$ cat config.mk
export PLATFORM = sky130hd
export DESIGN_NAME = router_output_port
export DESIGN_NICKNAME = d
export VERILOG_FILES = /design/src/hdl/router_pkg.sv /design/src/hdl/flit_fifo.sv /design/src/hdl/port_timer.sv /design/src/hdl/packet_arbiter.sv /design/src/hdl/arb_config_regs.sv /design/src/hdl/router_output_port.sv
export VERILOG_INCLUDE_DIRS = /design/src /design/src/hdl
export SDC_FILE = /design/constraint.sdc
export NUM_CORES = 2
export LEC_CHECK = 0
export BUFFER_PORTS_ARGS = -buffer_cell sky130_fd_sc_hd__buf_2
export CAP_MARGIN = 25
export CORE_MARGIN = 2
export CORE_UTILIZATION = 40
export DETAILED_ROUTE_END_ITERATION = 12
export PLACE_DENSITY_LB_ADDON = 0.1
export SKIP_LAST_GASP = 1
export SYNTH_ARGS = -nofsm -noshare
export SYNTH_HDL_FRONTEND = slang
export SYNTH_SLANG_ARGS = --single-unit
$ cat constraint.sdc
create_clock -name clk -period 9.78 [get_ports clk]
set_input_delay 2.934 -clock clk [delete_from_list [all_inputs] [get_ports clk]]
set_output_delay 2.934 -clock clk [all_outputs]
set_load 0.01 [all_outputs]
$ cat src/hdl/router_params.svh
`ifndef ROUTER_PARAMS_SVH
`define ROUTER_PARAMS_SVH

// ------------------------------------------------------------
// Router datapath sizes
// ------------------------------------------------------------
`define ROUTER_FIFO_DEPTH 16
`define ROUTER_DATA_W     32
`define ROUTER_LEN_W      12
`define ROUTER_NUM_PORTS  5

// ------------------------------------------------------------
// AXI4-Lite register map (byte addresses)
// ------------------------------------------------------------
`define ROUTER_AXI_ADDR_W 8
`define ROUTER_AXI_DATA_W 32
`define REG_CTRL          'h00
`define REG_CNT_BASE      'h04  // Counters for L, N, E, W, S follow.
`define REG_CNT_STRIDE    4

`endif

$ cat src/hdl/router_pkg.sv
`include "router_params.svh"

package router_pkg;

  typedef logic [2:0]                      flitId_t;
  typedef logic [`ROUTER_LEN_W-1:0]        pktLen_t;  // Packet length in flits, head included.
  typedef logic [`ROUTER_DATA_W-1:0]       payload_t;
  typedef logic [`ROUTER_NUM_PORTS-1:0]    portMask_t;  // Bit 0 is L, then N, E, W, S.
  typedef logic [2:0]                      portIdx_t;
  typedef logic [`ROUTER_AXI_ADDR_W-1:0]   axiAddr_t;
  typedef logic [`ROUTER_AXI_DATA_W-1:0]   axiData_t;
  typedef logic [`ROUTER_AXI_DATA_W/8-1:0] axiStrb_t;
  typedef logic [1:0]                      axiResp_t;

  localparam flitId_t  FLIT_HEAD = 3'd1;
  localparam axiResp_t AXI_OKAY  = 2'b00;

  // Only the head flit carries a meaningful len.
  typedef struct packed {
    flitId_t  id;
    pktLen_t  len;
    payload_t data;
  } flit_t;

  // ARB_L to ARB_S hold the output for that input port.
  typedef enum logic [2:0] {
    ARB_IDLE,
    ARB_L,
    ARB_N,
    ARB_E,
    ARB_W,
    ARB_S
  } arbState_t;

  typedef struct packed {
    logic     done;  // High in the cycle the last flit leaves.
    portIdx_t port;
  } pktEvent_t;

endpackage

$ cat src/hdl/flit_fifo.sv
`timescale 1ns/1ps
`include "router_params.svh"

module flit_fifo (
  input  logic              clk,
  input  logic              rst,
  input  router_pkg::flit_t inFlit,
  input  logic              inValid,
  output logic              inReady,
  output router_pkg::flit_t headFlit,
  output logic              notEmpty,
  input  logic              pop
);

  localparam int Depth = `ROUTER_FIFO_DEPTH;
  localparam int PtrW  = $clog2(Depth);

  router_pkg::flit_t mem [Depth];
  logic [PtrW-1:0]   wrPtr;
  logic [PtrW-1:0]   rdPtr;
  logic [PtrW:0]     count;
  logic [PtrW:0]     countNext;
  logic              push;

  assign push     = inValid && inReady;
  assign notEmpty = (count != '0);
  assign headFlit = mem[rdPtr];

  always_comb
  begin
    countNext = count;
    if (push && !pop)
      countNext = count + 1'b1;
    else if (pop && !push)
      countNext = count - 1'b1;
  end

  always_ff @(posedge clk)
  begin
    if (rst)
    begin
      wrPtr   <= '0;
      rdPtr   <= '0;
      count   <= '0;
      inReady <= 1'b0;
    end
    else
    begin
      if (push)
        wrPtr <= (wrPtr == PtrW'(Depth - 1)) ? '0 : wrPtr + 1'b1;
      if (pop)
        rdPtr <= (rdPtr == PtrW'(Depth - 1)) ? '0 : rdPtr + 1'b1;
      count   <= countNext;
      inReady <= (countNext != (PtrW + 1)'(Depth));  // Registered, so it looks one flit ahead.
    end
  end

  always_ff @(posedge clk)
  begin
    if (push)
      mem[wrPtr] <= inFlit;
  end

  // The arbiter must only pop a port it sees as not empty.
  a_popNotEmpty : assert property (@(posedge clk) disable iff (rst) pop |-> notEmpty);

endmodule

$ cat src/hdl/port_timer.sv
`timescale 1ns/1ps

module port_timer (
  input  logic              clk,
  input  logic              rst,
  input  router_pkg::flit_t flit,
  input  logic              step,
  output logic              lastFlit
);

  router_pkg::pktLen_t pktLen;  // Length latched from the head flit.
  router_pkg::pktLen_t count;   // Flits of the current packet sent so far.
  logic                isHead;

  assign isHead = (flit.id == router_pkg::FLIT_HEAD);

  // A one-flit packet ends on its own head.
  always_comb
  begin
    if (isHead)
      lastFlit = step && (flit.len <= router_pkg::pktLen_t'(1));
    else
      lastFlit = step && (count + router_pkg::pktLen_t'(1) == pktLen);
  end

  always_ff @(posedge clk)
  begin
    if (rst)
    begin
      pktLen <= '0;
      count  <= '0;
    end
    else if (step)
    begin
      if (isHead)
      begin
        pktLen <= flit.len;
        count  <= router_pkg::pktLen_t'(1);
      end
      else
        count <= count + router_pkg::pktLen_t'(1);  // Held while the link stalls.
    end
  end

endmodule

$ cat src/hdl/packet_arbiter.sv
`timescale 1ns/1ps
`include "router_params.svh"

module packet_arbiter (
  input  logic                  clk,
  input  logic                  rst,
  input  router_pkg::flit_t     headFlit [`ROUTER_NUM_PORTS],
  input  router_pkg::portMask_t notEmpty,
  input  router_pkg::portMask_t portEnable,
  output router_pkg::portMask_t pop,
  output router_pkg::flit_t     outFlit,
  output router_pkg::portIdx_t  outPort,
  output logic                  outValid,
  input  logic                  outReady,
  output router_pkg::pktEvent_t pktEvent
);

  localparam int NumPorts = `ROUTER_NUM_PORTS;

  router_pkg::arbState_t state;
  router_pkg::arbState_t stateNext;
  router_pkg::portIdx_t  grantIdx;
  router_pkg::portMask_t grantMask;
  router_pkg::portMask_t req;
  router_pkg::portMask_t lastFlit;
  logic                  granted;
  logic                  xfer;
  logic                  pktDone;

  // Walks the ports cyclically from start; the first candidate found wins.
  function automatic router_pkg::arbState_t pickNext(router_pkg::portMask_t cand, int start);
    router_pkg::arbState_t pick;
    int                    idx;
    pick = router_pkg::ARB_IDLE;
    for (int k = NumPorts - 1; k >= 0; k--)
    begin
      idx = (start + k) % NumPorts;
      if (cand[idx])
        pick = router_pkg::arbState_t'(idx + 1);
    end
    return pick;
  endfunction

  // ------------------------------------------------------------
  // Grant decode and output mux
  // ------------------------------------------------------------
  assign granted   = (state != router_pkg::ARB_IDLE);
  assign grantIdx  = granted ? router_pkg::portIdx_t'(int'(state) - 1) : '0;
  assign grantMask = granted ? (router_pkg::portMask_t'(1) << grantIdx) : '0;

  assign outFlit  = headFlit[grantIdx];
  assign outPort  = grantIdx;
  assign outValid = granted && notEmpty[grantIdx];  // Body flits may lag behind the head.
  assign xfer     = outValid && outReady;
  assign pop      = xfer ? grantMask : '0;

  assign pktDone  = |lastFlit;
  assign pktEvent = '{done: pktDone, port: grantIdx};

  always_comb
  begin
    for (int i = 0; i < NumPorts; i++)
      req[i] = notEmpty[i] && (headFlit[i].id == router_pkg::FLIT_HEAD) && portEnable[i];
  end

  // ------------------------------------------------------------
  // Flit timers, stepped only by the granted port's transfers
  // ------------------------------------------------------------
  for (genvar i = 0; i < NumPorts; i++)
  begin : gTimer
    port_timer u_port_timer (
      .clk      (clk),
      .rst      (rst),
      .flit     (headFlit[i]),
      .step     (pop[i]),
      .lastFlit (lastFlit[i])
    );
  end

  // ------------------------------------------------------------
  // Rotating-priority state machine
  // ------------------------------------------------------------
  always_comb
  begin
    stateNext = state;
    if (!granted)
      stateNext = pickNext(req, 0);  // L first down to S.
    else if (pktDone)
      // The granted port's head is the flit now leaving, so it cannot bid yet.
      stateNext = pickNext(req & ~grantMask, int'(grantIdx) + 1);
  end

  always_ff @(posedge clk)
  begin
    if (rst)
      state <= router_pkg::ARB_IDLE;
    else
      state <= stateNext;
  end

  a_popOneHot : assert property (@(posedge clk) disable iff (rst) $onehot0(pop));

  // A stalled flit must be held on the link until it is taken.
  a_outStable : assert property (@(posedge clk) disable iff (rst)
    outValid && !outReady |=> outValid && $stable(outFlit) && $stable(outPort));

endmodule

$ cat src/hdl/arb_config_regs.sv
`timescale 1ns/1ps
`include "router_params.svh"

module arb_config_regs (
  input  logic                  clk,
  input  logic                  rst,
  input  router_pkg::axiAddr_t  awaddr,
  input  logic                  awvalid,
  output logic                  awready,
  input  router_pkg::axiData_t  wdata,
  input  router_pkg::axiStrb_t  wstrb,
  input  logic                  wvalid,
  output logic                  wready,
  output router_pkg::axiResp_t  bresp,
  output logic                  bvalid,
  input  logic                  bready,
  input  router_pkg::axiAddr_t  araddr,
  input  logic                  arvalid,
  output logic                  arready,
  output router_pkg::axiData_t  rdata,
  output router_pkg::axiResp_t  rresp,
  output logic                  rvalid,
  input  logic                  rready,
  input  router_pkg::pktEvent_t pktEvent,
  output router_pkg::portMask_t portEnable
);

  localparam int NumPorts = `ROUTER_NUM_PORTS;

  router_pkg::axiAddr_t  awAddrQ;
  router_pkg::axiData_t  wDataQ;
  router_pkg::axiStrb_t  wStrbQ;
  router_pkg::axiAddr_t  wrAddr;
  router_pkg::axiData_t  wrData;
  router_pkg::axiStrb_t  wrStrb;
  router_pkg::axiData_t  readData;
  router_pkg::axiData_t  pktCount [NumPorts];
  router_pkg::portMask_t enableMask;
  logic                  awPending;
  logic                  wPending;
  logic                  awFire;
  logic                  wFire;
  logic                  arFire;
  logic                  doWrite;

  // ------------------------------------------------------------
  // Write channel; AW and W may arrive in either order
  // ------------------------------------------------------------
  assign awready = !awPending && !bvalid;
  assign wready  = !wPending && !bvalid;
  assign awFire  = awvalid && awready;
  assign wFire   = wvalid && wready;
  assign doWrite = (awPending || awFire) && (wPending || wFire);

  assign wrAddr = awPending ? awAddrQ : awaddr;
  assign wrData = wPending ? wDataQ : wdata;
  assign wrStrb = wPending ? wStrbQ : wstrb;
  assign bresp  = router_pkg::AXI_OKAY;  // Counter writes are dropped silently.

  // ------------------------------------------------------------
  // Read channel
  // ------------------------------------------------------------
  assign arready = !rvalid;
  assign arFire  = arvalid && arready;
  assign rresp   = router_pkg::AXI_OKAY;

  always_comb
  begin
    readData = '0;  // Unmapped addresses read as zero.
    if (araddr == router_pkg::axiAddr_t'(`REG_CTRL))
      readData = router_pkg::axiData_t'(enableMask);
    for (int i = 0; i < NumPorts; i++)
    begin
      if (araddr == router_pkg::axiAddr_t'(`REG_CNT_BASE + `REG_CNT_STRIDE * i))
        readData = pktCount[i];
    end
  end

  always_ff @(posedge clk)
  begin
    if (rst)
    begin
      awPending  <= 1'b0;
      wPending   <= 1'b0;
      bvalid     <= 1'b0;
      rvalid     <= 1'b0;
      enableMask <= '1;
      for (int i = 0; i < NumPorts; i++)
        pktCount[i] <= '0;
    end
    else
    begin
      if (bvalid && bready)
        bvalid <= 1'b0;
      if (doWrite)
      begin
        awPending <= 1'b0;
        wPending  <= 1'b0;
        bvalid    <= 1'b1;
        if (wrAddr == router_pkg::axiAddr_t'(`REG_CTRL) && wrStrb[0])
          enableMask <= wrData[NumPorts-1:0];
      end
      else
      begin
        if (awFire)
          awPending <= 1'b1;
        if (wFire)
          wPending <= 1'b1;
      end
      if (rvalid && rready)
        rvalid <= 1'b0;
      if (arFire)
        rvalid <= 1'b1;
      for (int i = 0; i < NumPorts; i++)
      begin
        if (pktEvent.done && pktEvent.port == router_pkg::portIdx_t'(i))
          pktCount[i] <= pktCount[i] + 1'b1;
      end
    end
  end

  always_ff @(posedge clk)
  begin
    if (awFire)
      awAddrQ <= awaddr;
    if (wFire)
    begin
      wDataQ <= wdata;
      wStrbQ <= wstrb;
    end
    if (arFire)
      rdata <= readData;
  end

  assign portEnable = enableMask;

  a_bvalidHold : assert property (@(posedge clk) disable iff (rst)
    bvalid && !bready |=> bvalid);

endmodule

$ cat src/hdl/router_output_port.sv
`timescale 1ns/1ps
`include "router_params.svh"

module router_output_port (
  input  logic                 clk,
  input  logic                 rst,
  input  router_pkg::flit_t    lInFlit,
  input  logic                 lInValid,
  output logic                 lInReady,
  input  router_pkg::flit_t    nInFlit,
  input  logic                 nInValid,
  output logic                 nInReady,
  input  router_pkg::flit_t    eInFlit,
  input  logic                 eInValid,
  output logic                 eInReady,
  input  router_pkg::flit_t    wInFlit,
  input  logic                 wInValid,
  output logic                 wInReady,
  input  router_pkg::flit_t    sInFlit,
  input  logic                 sInValid,
  output logic                 sInReady,
  output router_pkg::flit_t    outFlit,
  output router_pkg::portIdx_t outPort,
  output logic                 outValid,
  input  logic                 outReady,
  input  router_pkg::axiAddr_t awaddr,
  input  logic                 awvalid,
  output logic                 awready,
  input  router_pkg::axiData_t wdata,
  input  router_pkg::axiStrb_t wstrb,
  input  logic                 wvalid,
  output logic                 wready,
  output router_pkg::axiResp_t bresp,
  output logic                 bvalid,
  input  logic                 bready,
  input  router_pkg::axiAddr_t araddr,
  input  logic                 arvalid,
  output logic                 arready,
  output router_pkg::axiData_t rdata,
  output router_pkg::axiResp_t rresp,
  output logic                 rvalid,
  input  logic                 rready
);

  localparam int NumPorts = `ROUTER_NUM_PORTS;

  router_pkg::flit_t     inFlitArr [NumPorts];
  router_pkg::flit_t     headFlit  [NumPorts];
  router_pkg::portMask_t inValidVec;
  router_pkg::portMask_t inReadyVec;
  router_pkg::portMask_t notEmpty;
  router_pkg::portMask_t pop;
  router_pkg::portMask_t portEnable;
  router_pkg::pktEvent_t pktEvent;

  // Port order L, N, E, W, S matches the mask bits.
  assign inFlitArr[0] = lInFlit;
  assign inFlitArr[1] = nInFlit;
  assign inFlitArr[2] = eInFlit;
  assign inFlitArr[3] = wInFlit;
  assign inFlitArr[4] = sInFlit;
  assign inValidVec   = {sInValid, wInValid, eInValid, nInValid, lInValid};
  assign {sInReady, wInReady, eInReady, nInReady, lInReady} = inReadyVec;

  for (genvar i = 0; i < NumPorts; i++)
  begin : gFifo
    flit_fifo u_flit_fifo (
      .clk      (clk),
      .rst      (rst),
      .inFlit   (inFlitArr[i]),
      .inValid  (inValidVec[i]),
      .inReady  (inReadyVec[i]),
      .headFlit (headFlit[i]),
      .notEmpty (notEmpty[i]),
      .pop      (pop[i])
    );
  end

  packet_arbiter u_packet_arbiter (
    .clk        (clk),
    .rst        (rst),
    .headFlit   (headFlit),
    .notEmpty   (notEmpty),
    .portEnable (portEnable),
    .pop        (pop),
    .outFlit    (outFlit),
    .outPort    (outPort),
    .outValid   (outValid),
    .outReady   (outReady),
    .pktEvent   (pktEvent)
  );

  arb_config_regs u_arb_config_regs (
    .clk        (clk),
    .rst        (rst),
    .awaddr     (awaddr),
    .awvalid    (awvalid),
    .awready    (awready),
    .wdata      (wdata),
    .wstrb      (wstrb),
    .wvalid     (wvalid),
    .wready     (wready),
    .bresp      (bresp),
    .bvalid     (bvalid),
    .bready     (bready),
    .araddr     (araddr),
    .arvalid    (arvalid),
    .arready    (arready),
    .rdata      (rdata),
    .rresp      (rresp),
    .rvalid     (rvalid),
    .rready     (rready),
    .pktEvent   (pktEvent),
    .portEnable (portEnable)
  );

endmodule

==> impl_metrics.csv <==
group,metric,value,unit
clock_network,clock_sinks,4188,
cells_and_area,syn_to_final_growth,14.10,%
placement,dp_hpwl,274.2,mm
synth,ys_warn_count,0,
timing,final.period_utilization,0.8661,
synth,netlist_area,168300,µm²
setup_path,worst-endpoint-required,6.85,ns
clock_network,cts_setup_buffers,0,
grt,first_global_vias,86880,
timing,finalHoldViolations,0,
setup_path,startpoint_type,"register",
power_and_ir_drop,p_sw_frac,0.2416,
timing,setup-tns-final,0,ns
route,drt_first_iter_violations,7737,
power_and_ir_drop,intPower,30.70,mW
clock_network,ctsHtreeMaxLevel,5,
placement,gp_congestion,0.8119,
grt,grt_max_degree,127,
clock_network,cts_tree,"done",
synth,synthCells,8393,
timing,slew_viol_final,0,
power_and_ir_drop,seq_power_share,0.491,
synth,synth_top_area_frac,0.7075,
placement,port_buffers,362,
clock_network,cts_buffers,447,
grt,antenna_found_initial,134,
job,maxCapViolCount,0,
clock_network,cts_resized,0,
synth,ys_seq_elements,4188,
setup_path,critical_path.endpoint_type,"output pin",
power_and_ir_drop,p_per_area,210.8,nW/µm²
route,vias,84970,
clock_network,hold_buffers,0,
route,drc_errors,0,
synth,yosys.area.top_type,"edfxtp_1",
grt,grt_pass1_wl,653.9,mm
grt,grt-ovfl-total,0,
cells_and_area,drive_gt1_frac,0.2777,
die,die_x,652.7,µm
timing,whs,0.4698,ns
cells_and_area,fillers,35410,
clock_network,path_clk_slew,0.06,ns
die,pin_count,397,
timing,worstMarginPinSlew,1.103,ns
grt,track_usage,0.2156,
die,start_util,0.4012,
clock_network,cts_root_buffer,"clkbuf_16",
setup_path,arrival,5.54,ns
route,routed_via_density,5.702,
power_and_ir_drop,combPwrFrac,0.099,
synth,synth_area_leaders,"edfxtp_1, mux4_2, dfxtp_1",
timing,finalSetupViolCount,0,
synth,synth.distinct_cells,95,
die,core_area,419600,µm²
synth,synth_edf_count,3966,
power_and_ir_drop,clock_power_share,0.410,
cells_and_area,nets,9359,
die,rows,238,
route,drtPass1Iterations,8,
placement,placed_area,177600,µm²
clock_network,max-clock-path-buffers,4,
synth,synth_flop_cell,"edfxtp_1",
power_and_ir_drop,power_leakage,58.74,nW
clock_network,clock_latency,0.99,ns
route,wl,464.6,mm
timing,max_freq,0.1181,GHz
synth,seq_area_frac_synth,0.7339,
cells_and_area,finalInstanceArea,192000,µm²
timing,rsz0062_at_grt,"false",
setup_path,critPathKind,"reg2out",
power_and_ir_drop,power.switching,9.780,mW
die,die_area,426000,µm²
timing,max_slew_margin,0.2569,
die,fp.dieH,652.7,µm
timing,skew,0.05295,ns
route,route.antenna.remaining_nets,0,
setup_path,worst-path-max-fanout,104,
run_status,status,"finished clean",
timing,period_needed,8.471,ns
power_and_ir_drop,ir_worst_vdd,0.1665,mV
route,wl_per_cell,31.18,µm
hold_path,worstHoldPathType,"reg2reg",
synth,async_flop_share,0,
synth,postSynthAreaPerCell,20.06,µm²
## per-stage QoR
step | util | power [mW] | std cells | setup slack [ns]
after CTS | 0.4572 | 40.94 | 14860 | 1.199
after floorplan | - | 22.18 | 8396 | 2.546
after detailed placement | 0.4232 | 24.32 | 14050 | 2.289
after global placement | 0.4226 | 24.26 | 14040 | 2.297
final | 0.4577 | 40.48 | 14900 | 1.309
after global routing | 0.4576 | 41.81 | 14880 | 1.145
## per-layer routing
metal / part of all wire / up-vias / global-route usage
met2: 0.49 / 2374 / 0.3577
met1: 0.42 / 45940 / 0.2945
met5: 0.00074 / - / 0
li1: - / 35890 / -
met4: 0.027 / 56 / 0.05666
met3: 0.059 / 710 / 0.03852
## power groups by stage
stage,registers (mW),clock network (mW),logic [mW]
after CTS,19.9,17.0,4.07
after detailed placement,20.3,0,4.05
after floorplan,20.2,0,1.96
final,19.9,16.6,4.01
after global placement,20.3,0,4.00
after global routing,19.9,17.7,4.25
## cell usage in the layout, fill, tap and decap left out, types with 178 or more instances in the layout
| master | instances |
|---|---|
| a21oi_1 | 219 |
| dfxtp_1 | 202 |
| clkbuf_16 | 451 |
| nand2_1 | 285 |
| edfxtp_1 | 3966 |
| buf_4 | 178 |
| buf_2 | 361 |
| mux4_2 | 1128 |
| nor2_1 | 350 |
## area by class of cell
cell class / instances / area (µm²) / share of cell area
Sequential cell: 4188 / 123600 / 0.6437
Multi-Input combinational cell: 3718 / 43130 / 0.2246
Clock buffer: 552 / 11690 / 0.06088
Tap cell: 5520 / 6907 / 0.03596
Timing Repair Buffer: 571 / 3837 / 0.01998
Clock inverter: 263 / 2570 / 0.01338
Inverter: 55 / 207.7 / 0.001081
Antenna cell: 35 / 87.58 / 0.0004561
## cells by family (layout without fill, tap and decap cells)
group / count (synthesis) / count (layout) / share of synthesized area
multiplexers: 1282 / 1282 / 0.1615
adder cells (fa/ha/maj): 79 / 79 / 0.005857
AO/OA/AOI/OAI: 678 / 678 / 0.02649
AND/OR/NAND/NOR: 1393 / 1393 / 0.04422
flip-flops: 4188 / 4188 / 0.7339
other: 1 / 39 / 0.00002228
XOR/XNOR: 282 / 282 / 0.01472
buffers and inverters: 490 / 1441 / 0.01325
## worst max-delay path: stages, from the launching register on
cell	delay, ns
dfxtp_4	0.77
buf_12	0.55
mux4_2	0.58
mux2_2	0.29
nand2_1	0.06
o21ai_0	0.40
mux2_2	0.45
a222oi_1	0.63
o21ai_0	0.39
buf_2	0.28
## sequential cells by signal, indices dropped and copies added (netlist names), named ones only
register,count
u_packet_arbiter.state,3
u_arb_config_regs.portEnable,5
gFifo.u_flit_fifo.inReady,5
u_arb_config_regs.awPending,1
u_arb_config_regs.pktCount,160
u_arb_config_regs.bvalid,1
gFifo.u_flit_fifo.mem,3760
u_arb_config_regs.rvalid,1
u_arb_config_regs.rdata,32
gFifo.u_flit_fifo.wrPtr,20
gFifo.u_flit_fifo.count,25
u_arb_config_regs.wPending,1
u_arb_config_regs.wStrbQ,1
u_arb_config_regs.awAddrQ,8
gFifo.u_flit_fifo.rdPtr,20
u_arb_config_regs.wDataQ,5
u_packet_arbiter.gTimer.u_port_timer.count,60
u_packet_arbiter.gTimer.u_port_timer.pktLen,60
## cells in the mapped netlist, types with 10 or more instances
| master | n |
|---|---|
| edfxtp_1 | 3966 |
| mux4_2 | 1128 |
| nor2_1 | 401 |
| nand2_1 | 285 |
| clkbuf_1 | 262 |
| dfxtp_1 | 222 |
| a21oi_1 | 219 |
| xnor2_1 | 150 |
| nand3_1 | 137 |
| xor2_1 | 131 |
| nor2_4 | 100 |
| o21ai_0 | 99 |
| a22oi_1 | 94 |
| mux2i_1 | 94 |
| ha_1 | 78 |
| and3_1 | 77 |
| buf_1 | 75 |
| buf_2 | 64 |
| nor3_1 | 64 |
| nor2b_1 | 57 |
| a21o_1 | 54 |
| inv_1 | 50 |
| mux2_2 | 49 |
| nand4_1 | 42 |
| a211oi_1 | 35 |
| or3_1 | 35 |
| a222oi_1 | 30 |
| and2_1 | 30 |
| nor4_1 | 29 |
| nand2b_1 | 23 |
| a31oi_1 | 20 |
| or4_1 | 20 |
| nand3b_1 | 17 |
| and4_1 | 15 |
| o211ai_1 | 15 |
| or2_2 | 14 |
| nor3b_1 | 13 |
| o22ai_1 | 13 |
| buf_4 | 11 |
| buf_6 | 11 |
| mux4_1 | 11 |
| buf_12 | 10 |
| o221ai_1 | 10 |
## final timing paths
check / start / end / slack, ns / cells past startpoint
setup / recovery: register / outFlit[38] / 1.31 / 9
hold / removal: register / register / 0.47 / 2
setup reg to reg: u_packet_arbiter.state[0] / u_packet_arbiter.state[2] / 2.45 / 25
hold reg to reg: register / register / 0.47 / 2
No activity file was read; power rests on OpenSTA's default activity.
